$ cat config.mk
export PLATFORM = sky130hd
export DESIGN_NAME = dram_ctrl_top
export DESIGN_NICKNAME = d
export VERILOG_FILES = /design/src/dram_pkg.sv /design/src/dram_ctrl_top.sv /design/src/dram_row_table.sv /design/src/dram_refresh_timer.sv /design/src/dram_delay_timer.sv /design/src/dram_cmd_fsm.sv /design/src/dram_apb_port.sv
export SDC_FILE = /design/constraint.sdc
export NUM_CORES = 1
export LEC_CHECK = 0
export ABC_AREA = 1
export BUFFER_PORTS_ARGS = -buffer_cell sky130_fd_sc_hd__buf_2
export CAP_MARGIN = 20
export CORE_MARGIN = 1
export CORE_UTILIZATION = 50
export CTS_CLUSTER_DIAMETER = 150
export CTS_CLUSTER_SIZE = 10
export DETAILED_ROUTE_END_ITERATION = 6
export PLACE_DENSITY = 0.78
export SLEW_MARGIN = 20
export SYNTH_ARGS = -nofsm -noshare
export SYNTH_HDL_FRONTEND = slang
export SYNTH_SLANG_ARGS = --single-unit
$ cat constraint.sdc
create_clock -name CLK -period 4.6 [get_ports CLK]
set_input_delay 0.92 -clock CLK [delete_from_list [all_inputs] [get_ports CLK]]
set_output_delay 0.92 -clock CLK [all_outputs]
set_load 0.005 [all_outputs]
$ cat src/dram_pkg.sv
`default_nettype none

package dram_pkg;

    localparam int DATA_W    = 32;
    localparam int NUM_BANKS = 4;
    localparam int BANK_W    = 2;
    localparam int ROW_W     = 8;
    localparam int COL_W     = 6;

    // Delays in controller clock cycles.
    localparam int T_INIT       = 20;
    localparam int T_ACT        = 3;
    localparam int T_RD         = 3;
    localparam int T_WR         = 4;
    localparam int T_PRE        = 3;
    localparam int T_REF        = 8;
    localparam int REF_INTERVAL = 200;
    localparam int DELAY_W      = 8;

    typedef enum logic [3:0] {
        POWER_UP   = 4'd0,
        IDLE       = 4'd1,
        REFRESH    = 4'd2,
        ACTIVATE   = 4'd3,
        ACTIVATING = 4'd4,
        READ       = 4'd5,
        READING    = 4'd6,
        WRITE      = 4'd7,
        WRITING    = 4'd8,
        PRECHARGE  = 4'd9
    } cmd_state_t;

    // Code 2'b00 is left unused.
    typedef enum logic [1:0] {
        HIT      = 2'b01,
        MISS     = 2'b10,
        CONFLICT = 2'b11
    } row_stat_t;

    typedef enum logic [2:0] {
        NOP  = 3'd0,
        ACT  = 3'd1,
        RD   = 3'd2,
        WR   = 3'd3,
        PRE  = 3'd4,
        PREA = 3'd5,
        REF  = 3'd6
    } dram_op_t;

    // Word address taken from PADDR[17:2].
    typedef struct packed {
        logic [BANK_W-1:0] bank;
        logic [ROW_W-1:0]  row;
        logic [COL_W-1:0]  col;
    } dram_addr_t;

    typedef struct packed {
        dram_op_t          op;
        dram_addr_t        addr;
        logic [DATA_W-1:0] wdata;
    } dram_cmd_t;

    typedef struct packed {
        logic              valid;
        logic              we;
        dram_addr_t        addr;
        logic [DATA_W-1:0] wdata;
    } mem_req_t;

endpackage

`default_nettype wire
$ cat src/dram_ctrl_top.sv
`timescale 1ns/1ps
`default_nettype none

module dram_ctrl_top (
    input  logic                        CLK,
    input  logic                        nRST,
    input  logic                        PSEL,
    input  logic                        PENABLE,
    input  logic                        PWRITE,
    input  logic [31:0]                 PADDR,
    input  logic [dram_pkg::DATA_W-1:0] PWDATA,
    output logic [dram_pkg::DATA_W-1:0] PRDATA,
    output logic                        PREADY,
    output logic                        PSLVERR,
    output dram_pkg::dram_cmd_t         dram_cmd,
    input  logic [dram_pkg::DATA_W-1:0] dram_rdata
);
    import dram_pkg::*;

    mem_req_t          req;
    row_stat_t         row_stat;
    cmd_state_t        state;
    logic              rf_req;
    logic              delay_done;
    logic              load;
    logic              done;
    logic [DATA_W-1:0] rdata;

    dram_apb_port apb_port_inst (
        .CLK(CLK), .nRST(nRST),
        .PSEL(PSEL), .PENABLE(PENABLE), .PWRITE(PWRITE),
        .PADDR(PADDR), .PWDATA(PWDATA),
        .PRDATA(PRDATA), .PREADY(PREADY), .PSLVERR(PSLVERR),
        .req(req), .done(done), .rdata(rdata)
    );

    dram_cmd_fsm cmd_fsm_inst (
        .CLK(CLK), .nRST(nRST),
        .req(req), .row_stat(row_stat), .rf_req(rf_req),
        .delay_done(delay_done), .dram_rdata(dram_rdata),
        .state(state), .load(load), .dram_cmd(dram_cmd),
        .done(done), .rdata(rdata)
    );

    dram_delay_timer delay_timer_inst (
        .CLK(CLK), .nRST(nRST),
        .state(state), .load(load), .delay_done(delay_done)
    );

    dram_refresh_timer refresh_timer_inst (
        .CLK(CLK), .nRST(nRST),
        .dram_cmd(dram_cmd), .rf_req(rf_req)
    );

    dram_row_table row_table_inst (
        .CLK(CLK), .nRST(nRST),
        .dram_cmd(dram_cmd), .req_addr(req.addr), .row_stat(row_stat)
    );

endmodule

`default_nettype wire

$ cat src/dram_row_table.sv
`timescale 1ns/1ps
`default_nettype none

module dram_row_table (
    input  logic                 CLK,
    input  logic                 nRST,
    input  dram_pkg::dram_cmd_t  dram_cmd,
    input  dram_pkg::dram_addr_t req_addr,
    output dram_pkg::row_stat_t  row_stat
);
    import dram_pkg::*;

    logic [NUM_BANKS-1:0] bank_open;
    logic [ROW_W-1:0]     open_row [NUM_BANKS];

    always_ff @(posedge CLK, negedge nRST) begin
        if (!nRST) begin
            bank_open <= '0;
        end else begin
            case (dram_cmd.op)
                ACT:       bank_open[dram_cmd.addr.bank] <= 1'b1;
                PRE:       bank_open[dram_cmd.addr.bank] <= 1'b0;
                PREA, REF: bank_open <= '0; // All banks closed.
                default:   bank_open <= bank_open;
            endcase
        end
    end

    always_ff @(posedge CLK) begin
        if (dram_cmd.op == ACT) begin
            open_row[dram_cmd.addr.bank] <= dram_cmd.addr.row;
        end
    end

    always_comb begin
        if (!bank_open[req_addr.bank]) begin
            row_stat = MISS;
        end else if (open_row[req_addr.bank] == req_addr.row) begin
            row_stat = HIT;
        end else begin
            row_stat = CONFLICT;
        end
    end

endmodule

`default_nettype wire

$ cat src/dram_refresh_timer.sv
`timescale 1ns/1ps
`default_nettype none

module dram_refresh_timer (
    input  logic                CLK,
    input  logic                nRST,
    input  dram_pkg::dram_cmd_t dram_cmd,
    output logic                rf_req
);
    import dram_pkg::*;

    logic [$clog2(REF_INTERVAL)-1:0] interval;
    logic                            wrap;

    assign wrap = (interval == REF_INTERVAL - 1);

    always_ff @(posedge CLK, negedge nRST) begin
        if (!nRST) begin
            interval <= '0;
            rf_req   <= 1'b0;
        end else begin
            interval <= wrap ? '0 : interval + 1'b1; // Free running.
            if (wrap) begin
                rf_req <= 1'b1;
            end else if (dram_cmd.op == REF) begin
                rf_req <= 1'b0;
            end
        end
    end

endmodule

`default_nettype wire

$ cat src/dram_delay_timer.sv
`timescale 1ns/1ps
`default_nettype none

module dram_delay_timer (
    input  logic                 CLK,
    input  logic                 nRST,
    input  dram_pkg::cmd_state_t state,
    input  logic                 load,
    output logic                 delay_done
);
    import dram_pkg::*;

    logic [DELAY_W-1:0] count;
    logic [DELAY_W-1:0] start;

    // The load cycle counts as the first cycle of the wait.
    always_comb begin
        case (state)
            POWER_UP:   start = DELAY_W'(T_INIT - 2);
            REFRESH:    start = DELAY_W'(T_REF - 2);
            ACTIVATING: start = DELAY_W'(T_ACT - 2);
            READING:    start = DELAY_W'(T_RD - 2);
            WRITING:    start = DELAY_W'(T_WR - 2);
            PRECHARGE:  start = DELAY_W'(T_PRE - 2);
            default:    start = '0;
        endcase
    end

    always_ff @(posedge CLK, negedge nRST) begin
        if (!nRST) begin
            count <= '0;
        end else if (load) begin
            count <= start;
        end else if (count != '0) begin
            count <= count - 1'b1;
        end
    end

    // Stale zero from the previous wait is masked on load.
    assign delay_done = !load && (count == '0);

endmodule

`default_nettype wire

$ cat src/dram_cmd_fsm.sv
`timescale 1ns/1ps
`default_nettype none

module dram_cmd_fsm (
    input  logic                        CLK,
    input  logic                        nRST,
    input  dram_pkg::mem_req_t          req,
    input  dram_pkg::row_stat_t         row_stat,
    input  logic                        rf_req,
    input  logic                        delay_done,
    input  logic [dram_pkg::DATA_W-1:0] dram_rdata,
    output dram_pkg::cmd_state_t        state,
    output logic                        load,
    output dram_pkg::dram_cmd_t         dram_cmd,
    output logic                        done,
    output logic [dram_pkg::DATA_W-1:0] rdata
);
    import dram_pkg::*;

    cmd_state_t        next_state;
    cmd_state_t        prev_state;
    logic              timed;
    logic              pre_all;
    logic [DATA_W-1:0] rd_data;

    always_ff @(posedge CLK, negedge nRST) begin
        if (!nRST) begin
            state      <= POWER_UP;
            prev_state <= IDLE; // So the power-up wait is loaded.
            pre_all    <= 1'b0;
        end else begin
            state      <= next_state;
            prev_state <= state;
            if (state == PRECHARGE && load) begin
                pre_all <= rf_req;
            end
        end
    end

    assign timed = state inside {POWER_UP, REFRESH, ACTIVATING, READING, WRITING, PRECHARGE};
    assign load  = timed && (state != prev_state);

    always_comb begin
        next_state = state;
        case (state)
            POWER_UP: begin
                if (delay_done) next_state = IDLE;
            end
            IDLE: begin
                if (rf_req) begin
                    next_state = PRECHARGE; // PREA first, then REF.
                end else if (req.valid) begin
                    case (row_stat)
                        HIT:      next_state = req.we ? WRITE : READ;
                        CONFLICT: next_state = PRECHARGE;
                        default:  next_state = ACTIVATE;
                    endcase
                end
            end
            REFRESH: begin
                if (delay_done) next_state = IDLE;
            end
            ACTIVATE: next_state = ACTIVATING;
            ACTIVATING: begin
                if (delay_done) begin
                    if (rf_req) next_state = PRECHARGE;
                    else next_state = req.we ? WRITE : READ;
                end
            end
            READ:  next_state = READING;
            WRITE: next_state = WRITING;
            READING, WRITING: begin
                if (delay_done) next_state = rf_req ? PRECHARGE : IDLE;
            end
            PRECHARGE: begin
                // A single-bank PRE goes back through IDLE for the PREA.
                if (delay_done) next_state = (rf_req && pre_all) ? REFRESH : IDLE;
            end
            default: next_state = IDLE;
        endcase
    end

    always_comb begin
        dram_cmd.op    = NOP;
        dram_cmd.addr  = req.addr;
        dram_cmd.wdata = req.wdata;
        case (state)
            ACTIVATE:  dram_cmd.op = ACT;
            READ:      dram_cmd.op = RD;
            WRITE:     dram_cmd.op = WR;
            PRECHARGE: begin
                if (load) dram_cmd.op = rf_req ? PREA : PRE;
            end
            REFRESH: begin
                if (load) dram_cmd.op = REF;
            end
            default: dram_cmd.op = NOP;
        endcase
    end

    assign done = (state == READING || state == WRITING) && delay_done;

    // Model data is stable for the whole of READING.
    always_ff @(posedge CLK) begin
        if (state == READING) begin
            rd_data <= dram_rdata;
        end
    end

    assign rdata = rd_data;

endmodule

`default_nettype wire

$ cat src/dram_apb_port.sv
`timescale 1ns/1ps
`default_nettype none

module dram_apb_port (
    input  logic                        CLK,
    input  logic                        nRST,
    input  logic                        PSEL,
    input  logic                        PENABLE,
    input  logic                        PWRITE,
    input  logic [31:0]                 PADDR,
    input  logic [dram_pkg::DATA_W-1:0] PWDATA,
    output logic [dram_pkg::DATA_W-1:0] PRDATA,
    output logic                        PREADY,
    output logic                        PSLVERR,
    output dram_pkg::mem_req_t          req,
    input  logic                        done,
    input  logic [dram_pkg::DATA_W-1:0] rdata
);
    import dram_pkg::*;

    logic              setup;
    logic              access;
    logic              addr_err;
    logic              accept;
    logic              req_valid;
    logic              req_we;
    dram_addr_t        req_addr;
    logic [DATA_W-1:0] req_wdata;

    assign setup    = PSEL && !PENABLE;
    assign access   = PSEL && PENABLE;
    assign addr_err = |PADDR[31:$bits(dram_addr_t)+2]; // Outside the 18-bit space.
    assign accept   = setup && !addr_err && !req_valid;

    always_ff @(posedge CLK, negedge nRST) begin
        if (!nRST) begin
            req_valid <= 1'b0;
        end else if (done) begin
            req_valid <= 1'b0;
        end else if (accept) begin
            req_valid <= 1'b1;
        end
    end

    // Request is taken in the setup phase.
    always_ff @(posedge CLK) begin
        if (accept) begin
            req_we    <= PWRITE;
            req_addr  <= PADDR[$bits(dram_addr_t)+1:2];
            req_wdata <= PWDATA;
        end
    end

    assign req = '{
        valid: req_valid,
        we:    req_we,
        addr:  req_addr,
        wdata: req_wdata
    };

    // Bad addresses finish in the first access cycle.
    assign PREADY  = access && (addr_err || done);
    assign PSLVERR = access && addr_err;
    assign PRDATA  = (access && done && !PWRITE) ? rdata : '0;

endmodule

`default_nettype wire

==> results.json, run 1 <==
{
  "status": "finished clean",
  "cts_sinks": 146,
  "leakage_nw": 3.60,
  "hold_depth": 1,
  "ff2ff_path_depth": 13,
  "synthArstFlopShare": 0.212,
  "p_per_area_nw_per_um2": 461,
  "hold_path_end": "refresh_timer_inst.interval[0]",
  "dp_hpwl_um": 8970,
  "avgSynthCellArea_um2": 11.7,
  "grt_pass1_vias": 4394,
  "fmax_mhz": 258,
  "hp-start": "refresh_timer_inst.interval[0]",
  "yosysUniqueCellTypes": 40,
  "multi_input_area_um2": 1630,
  "cp_data_required_time_ns": 3.68,
  "worst_ep_arrival_time_ns": 2.96,
  "core-area_um2": 12100,
  "syn_to_final_growth_pct": 26.0,
  "initial_core_util": 0.518,
  "worst_r2r_endpoint": "cmd_fsm_inst.state[3]",
  "clock_latency_ns": 0.42,
  "grt_pass1_wl_um": 20500,
  "drt-pass1-iter-count": 5,
  "seq_area_frac_synth": 0.670,
  "die_w_um": 114,
  "endpoint_kind": "primary output",
  "fill_cells": 934,
  "drc": 0,
  "hold_violations": 0,
  "postLayoutCellArea_um2": 7910,
  "layout_commonest_cell": "buf_2",
  "gp_congestion": 0.871,
  "cap_violations": 0,
  "ys_ff_latch": 146,
  "slew_headroom": 0.351,
  "numCtsBuffers": 17,
  "grt_use_total": 0.209,
  "rows": 40,
  "grt_max_degree": 54,
  "num_antenna_cells": 0,
  "cts_root_buffer": "clkbuf_16",
  "io_pins": 186,
  "peakVddDrop_uv": 323,
  "skew_ns": 0.00948,
  "worstMarginPinSlew_ns": 0.974,
  "fin_crit_sh": 0.843,
  "crit_fanout": 33,
  "worstSetupPathType": "flop to primary output",
  "htreeDepth": 4,
  "cts_resized": 0,
  "tritoncts": "built",
  "syn-cell-area_um2": 6280,
  "ys.flop_type": "edfxtp_1",
  "final_util": 0.653,
  "post_drt_wl_per_cell_um": 14.2,
  "antenna_found_initial": 0,
  "worst_path_most_repeated_cell": "nor2_1",
  "via_count": 4472,
  "reg2reg_setup_slack_ns": 2.27,
  "slew_violations": 0,
  "cpPeakStageDelay_ns": 0.73,
  "final_cell_mix": "183 x buf_2, 113 x edfxtp_1, 109 x nand2_1, 84 x inv_1, 46 x nor2_1",
  "min_path_type": "flop to flop",
  "via_per_inst": 4.90,
  "setup_viol": 0,
  "drt_iter0_markers": 367,
  "clock_path_buffers": 2,
  "slowest_stage": "or2_4",
  "path_clk_slew_ns": 0.06,
  "hold_buffers": 0,
  "layout_min_cycle_time_ns": 3.88,
  "critPathBufInv": 4,
  "synth-warning-count": 0,
  "nNetsFinal": 834,
  "crit_chain": "nor2_4 > inv_2 > nor3_4 > buf_4 > nor2_1 > inv_1 > nand4_2 > or2_4 > nor2_1 > buf_2",
  "regArea_um2": 4210,
  "drive_gt1_frac": 0.348,
  "synth_nets": 642,
  "rsz0062_at_grt": "false",
  "synth_edf_count": 113,
  "path_delay_family": "simple AND/OR/NAND/NOR gates",
  "setup_tns_ns": 0,
  "placed_cell_area_um2": 7310,
  "die_h_um": 114,
  "dpl_worst_slack_ns": 1.18,
  "setup_ws_ns": 0.723,
  "ant_nets": 0,
  "cp-start-kind": "flop",
  "grt_overflow": 0,
  "syn_inst": 539,
  "dieArea_um2": 13000,
  "cts_setup_buffers": 0,
  "io_buffers": 183,
  "finalWirelength_um": 13000
}
==> cells in the mapped netlist (4+ instances only) <==
library cell / number / share of area
a211oi_1: 4 / 0.0048
dfrtp_1: 30 / 0.12
nand3_1: 32 / 0.026
nand4_1: 5 / 0.0050
nor2_4: 31 / 0.056
edfxtp_1: 113 / 0.54
nor2_1: 46 / 0.027
nor3_1: 4 / 0.0032
a21oi_1: 13 / 0.010
nand2_1: 109 / 0.065
xor2_1: 7 / 0.0098
inv_1: 85 / 0.051
o21ai_0: 14 / 0.011
==> cell type report <==
type | count | share of cell area
Clock inverter | 11 | 0.0195
Timing Repair Buffer | 184 | 0.117
Sequential cell | 146 | 0.532
Clock buffer | 21 | 0.0569
Multi-Input combinational cell | 293 | 0.205
Inverter | 89 | 0.0427
Tap cell | 168 | 0.0266
==> power by group <==
| part | switching [mW] | internal (mW) |
|---|---|---|
| registers | 0.0751 | 1.53 |
| clock network | 0.524 | 0.872 |
| logic | 0.417 | 0.227 |
| total | 1.02 | 2.63 |
==> per-layer routing <==
metal | vias to the layer above | part of all wire | wire, um | track usage
li1 | 2152 | - | - | -
met1 | 2090 | 0.38 | 4960 | 0.238
met2 | 196 | 0.52 | 6730 | 0.363
met3 | 34 | 0.071 | 915 | 0.0625
met4 | 0 | 0.027 | 351 | 0.0970
met5 | - | 0 | 0 | 0
==> how the worst max path moves through the flow <==
stage                                      from    endpoint  slack, ns  cells past startpoint
final                     cmd_fsm_inst.state[3]   PRDATA[0]       0.72                     10
after global routing      cmd_fsm_inst.state[3]  PRDATA[14]       0.54                     10
after CTS                 cmd_fsm_inst.state[3]  PRDATA[31]       0.69                     10
after detailed placement  cmd_fsm_inst.state[3]  PRDATA[31]       1.18                     10
after global placement    cmd_fsm_inst.state[3]  PRDATA[31]       1.23                     10
after floorplan           cmd_fsm_inst.state[3]  PRDATA[10]       0.77                     11
==> worst register-to-register path: stages (launching register included) <==
cell and delay [ns]:
dfxtp_1 0.69, inv_1 0.44, nand2_1 0.17, nand3_1 0.11
nand3b_1 0.12, nand2_1 0.06, inv_1 0.05, nand2_1 0.05
nor2_1 0.25, nand2_1 0.09, nand2_1 0.07, nand2_1 0.05
nand2_1 0.06, nand2_1 0.04
==> flip-flops by register name, indices dropped and copies added, names as in the netlist, 4 cells and up, named ones only <==
register,count
cmd_fsm_inst.prev_state,4
delay_timer_inst.count,8
refresh_timer_inst.interval,8
cmd_fsm_inst.state,4
cmd_fsm_inst.rdata,32
row_table_inst.bank_open,4
apb_port_inst.req_wdata,32
apb_port_inst.req,16
row_table_inst.open_row,32
==> cell families after synthesis <==
| kind of cell | synth area share |
|---|---|
| AND/OR/NAND/NOR | 0.204 |
| XOR/XNOR | 0.0112 |
| buffers and inverters | 0.0721 |
| flip-flops | 0.670 |
| AO/OA/AOI/OAI | 0.0387 |
| adder cells (fa/ha/maj) | 0.00398 |
==> per-stage QoR <==
| stage | std cells | power (mW) | hold WS (ns) |
|---|---|---|---|
| 2_1_floorplan | 539 | 2.09 | 0.374 |
| 3_3_place_gp | 880 | 2.22 | 0.443 |
| 3_5_place_dp | 880 | 2.26 | 0.470 |
| 4_1_cts | 912 | 3.67 | 0.482 |
| 5_1_grt | 912 | 3.84 | 0.499 |
| 6_report | 912 | 3.65 | 0.471 |
Note: power is estimated with default switching activity, not from simulation.
==> run 2: changes to the inputs <==
CORE_UTILIZATION = 47   (was 50)
PLACE_DENSITY = 0.77   (was 0.78)
clock period = 3.41 ns   (was 4.6 ns; I/O delays follow)
==> results.json, run 2 (synthesis results as in run 1) <==
{
  "wl_met1_um": 5150,
  "cp_data_required_time_ns": 2.73,
  "core-area_um2": 12800,
  "crit_chain": "inv_1 > ha_1 > inv_1 > nor2_2 > nand3_1 > nand3b_4 > nor2_8 > nand4_4 > or2_4 > nor2_4 > buf_2",
  "cts_root_buffer": "clkbuf_16",
  "worstSetupPathDepth": 11,
  "crit_fanout": 8,
  "wl_met3_um": 1000,
  "fin_hold_ws_ns": 0.304,
  "hold_violations": 0,
  "ff2ff_path_depth": 13,
  "io_pins": 186,
  "num_antenna_cells": 0,
  "clock_latency_ns": 0.42,
  "final_util": 0.628,
  "dr.max_layer_used": "met4",
  "dieArea_um2": 13800,
  "setup_tns_ns": 0,
  "die_h_um": 118,
  "worstMarginPinSlew_ns": 0.910,
  "dr_wl_met2_um": 6530,
  "tritoncts": "built",
  "via_per_inst": 4.87,
  "worst_path_most_repeated_cell": "inv_1",
  "fin_crit_sh": 0.934,
  "slew_headroom": 0.391,
  "leakage_nw": 3.67,
  "cap_violations": 0,
  "nNetsFinal": 842,
  "layout_min_cycle_time_ns": 3.19,
  "postLayoutCellArea_um2": 8060,
  "post_drt_wl_per_cell_um": 14.0,
  "io_buffers": 183,
  "drt_iter0_markers": 335,
  "critPathCapture": "PRDATA[30]",
  "grt_pass1_wl_um": 20900,
  "drive_gt1_frac": 0.356,
  "die_w_um": 118,
  "syn_to_final_growth_pct": 28.4,
  "drc": 0,
  "slowest_stage": "or2_4",
  "final_cell_mix": "183 x buf_2, 113 x edfxtp_1, 109 x nand2_1, 84 x inv_1, 46 x nor2_1",
  "cp-start-kind": "flop",
  "cts_sinks": 146,
  "drt-pass1-iter-count": 5,
  "worst_r2r_endpoint": "cmd_fsm_inst.state[3]",
  "dp_hpwl_um": 8970,
  "placed_cell_area_um2": 7330,
  "hold_buffers": 0,
  "fmax_mhz": 314,
  "worstSetupPathType": "flop to primary output",
  "via_count": 4497,
  "slew_violations": 0,
  "status": "finished clean",
  "path_clk_slew_ns": 0.06,
  "skew_ns": 0.00634,
  "clock_path_buffers": 2,
  "finalWirelength_um": 13000,
  "rows": 41,
  "numCtsBuffers": 17,
  "grt_overflow": 0,
  "setup_ws_ns": 0.225,
  "min_path_type": "input port to asynchronous set/reset pin",
  "grt_use_total": 0.197,
  "grt_max_degree": 46,
  "layout_commonest_cell": "buf_2",
  "ant_nets": 0,
  "endpoint_kind": "primary output",
  "p_per_area_nw_per_um2": 635,
  "initial_core_util": 0.490,
  "reg2reg_setup_slack_ns": 1.09,
  "cpPeakStageDelay_ns": 0.40,
  "path_delay_family": "simple AND/OR/NAND/NOR gates",
  "critPathBufInv": 3,
  "critical_path.startpoint": "delay_timer_inst.count[0]",
  "setup_viol": 0,
  "worst_ep_arrival_time_ns": 2.50,
  "peakVddDrop_uv": 341,
  "gp_congestion": 0.887,
  "grt_pass1_vias": 4564,
  "htreeDepth": 4,
  "antenna_found_initial": 0,
  "dpl_worst_slack_ns": 0.340
}
## run 2: cell count changes in the layout (fill, tap and decap cells not counted), sizes merged
cell | previous run | this run
clkbuf | 21 | 18
or2 | 2 | 5
bufinv | 3 | 6
buf | 184 | 189
## run 2: final cells by class
class,instances,area (um^2)
clock buffer,18,429
timing repair buffer,189,973
multi-input combinational,296,1660
clock inverter,14,235
fill,989,4760
inverter,89,337
tap,172,215
sequential,146,4210
## run 2: worst min path at each step
stage	from	to	slack, ns	cells past startpoint
after global routing	nRST	refresh_timer_inst.interval[2]	0.36	1
after floorplan	cmd_fsm_inst.state[3]	cmd_fsm_inst.prev_state[3]	0.37	0
final	nRST	refresh_timer_inst.interval[5]	0.30	1
after detailed placement	refresh_timer_inst.interval[0]	refresh_timer_inst.interval[0]	0.45	1
after CTS	nRST	delay_timer_inst.count[2]	0.31	1
after global placement	refresh_timer_inst.interval[0]	refresh_timer_inst.interval[0]	0.44	1
## run 2: layer usage
| layer | GRT usage | vias to the layer above |
|---|---|---|
| li1 | - | 2170 |
| met1 | 0.223 | 2105 |
| met2 | 0.332 | 196 |
| met3 | 0.0610 | 26 |
| met4 | 0.107 | 0 |
| met5 | 0 | - |
## run 2: what timing repair did
| action | in CTS | in global routing |
|---|---|---|
| pin swaps | 2 | 4 |
| gates resized for setup | 2 | 2 |
| endpoints found under the setup margin | 32 | 32 |
| cloned | 1 | 2 |
| setup buffers | 0 | 4 |
## run 2: where the power goes
part / total [mW] / internal (mW) / switching (mW)
Combinational: 0.874 / 0.319 / 0.555
Clock: 2.08 / 1.37 / 0.709
Sequential: 2.16 / 2.07 / 0.0980
Total: 5.12 / 3.75 / 1.36
## run 2: stage by stage
stage / cells / power [mW]
global placement: 885 / 3.01
global route: 924 / 5.36
finish: 924 / 5.12
floorplan: 539 / 2.83
CTS: 918 / 5.15
detailed placement: 885 / 3.05
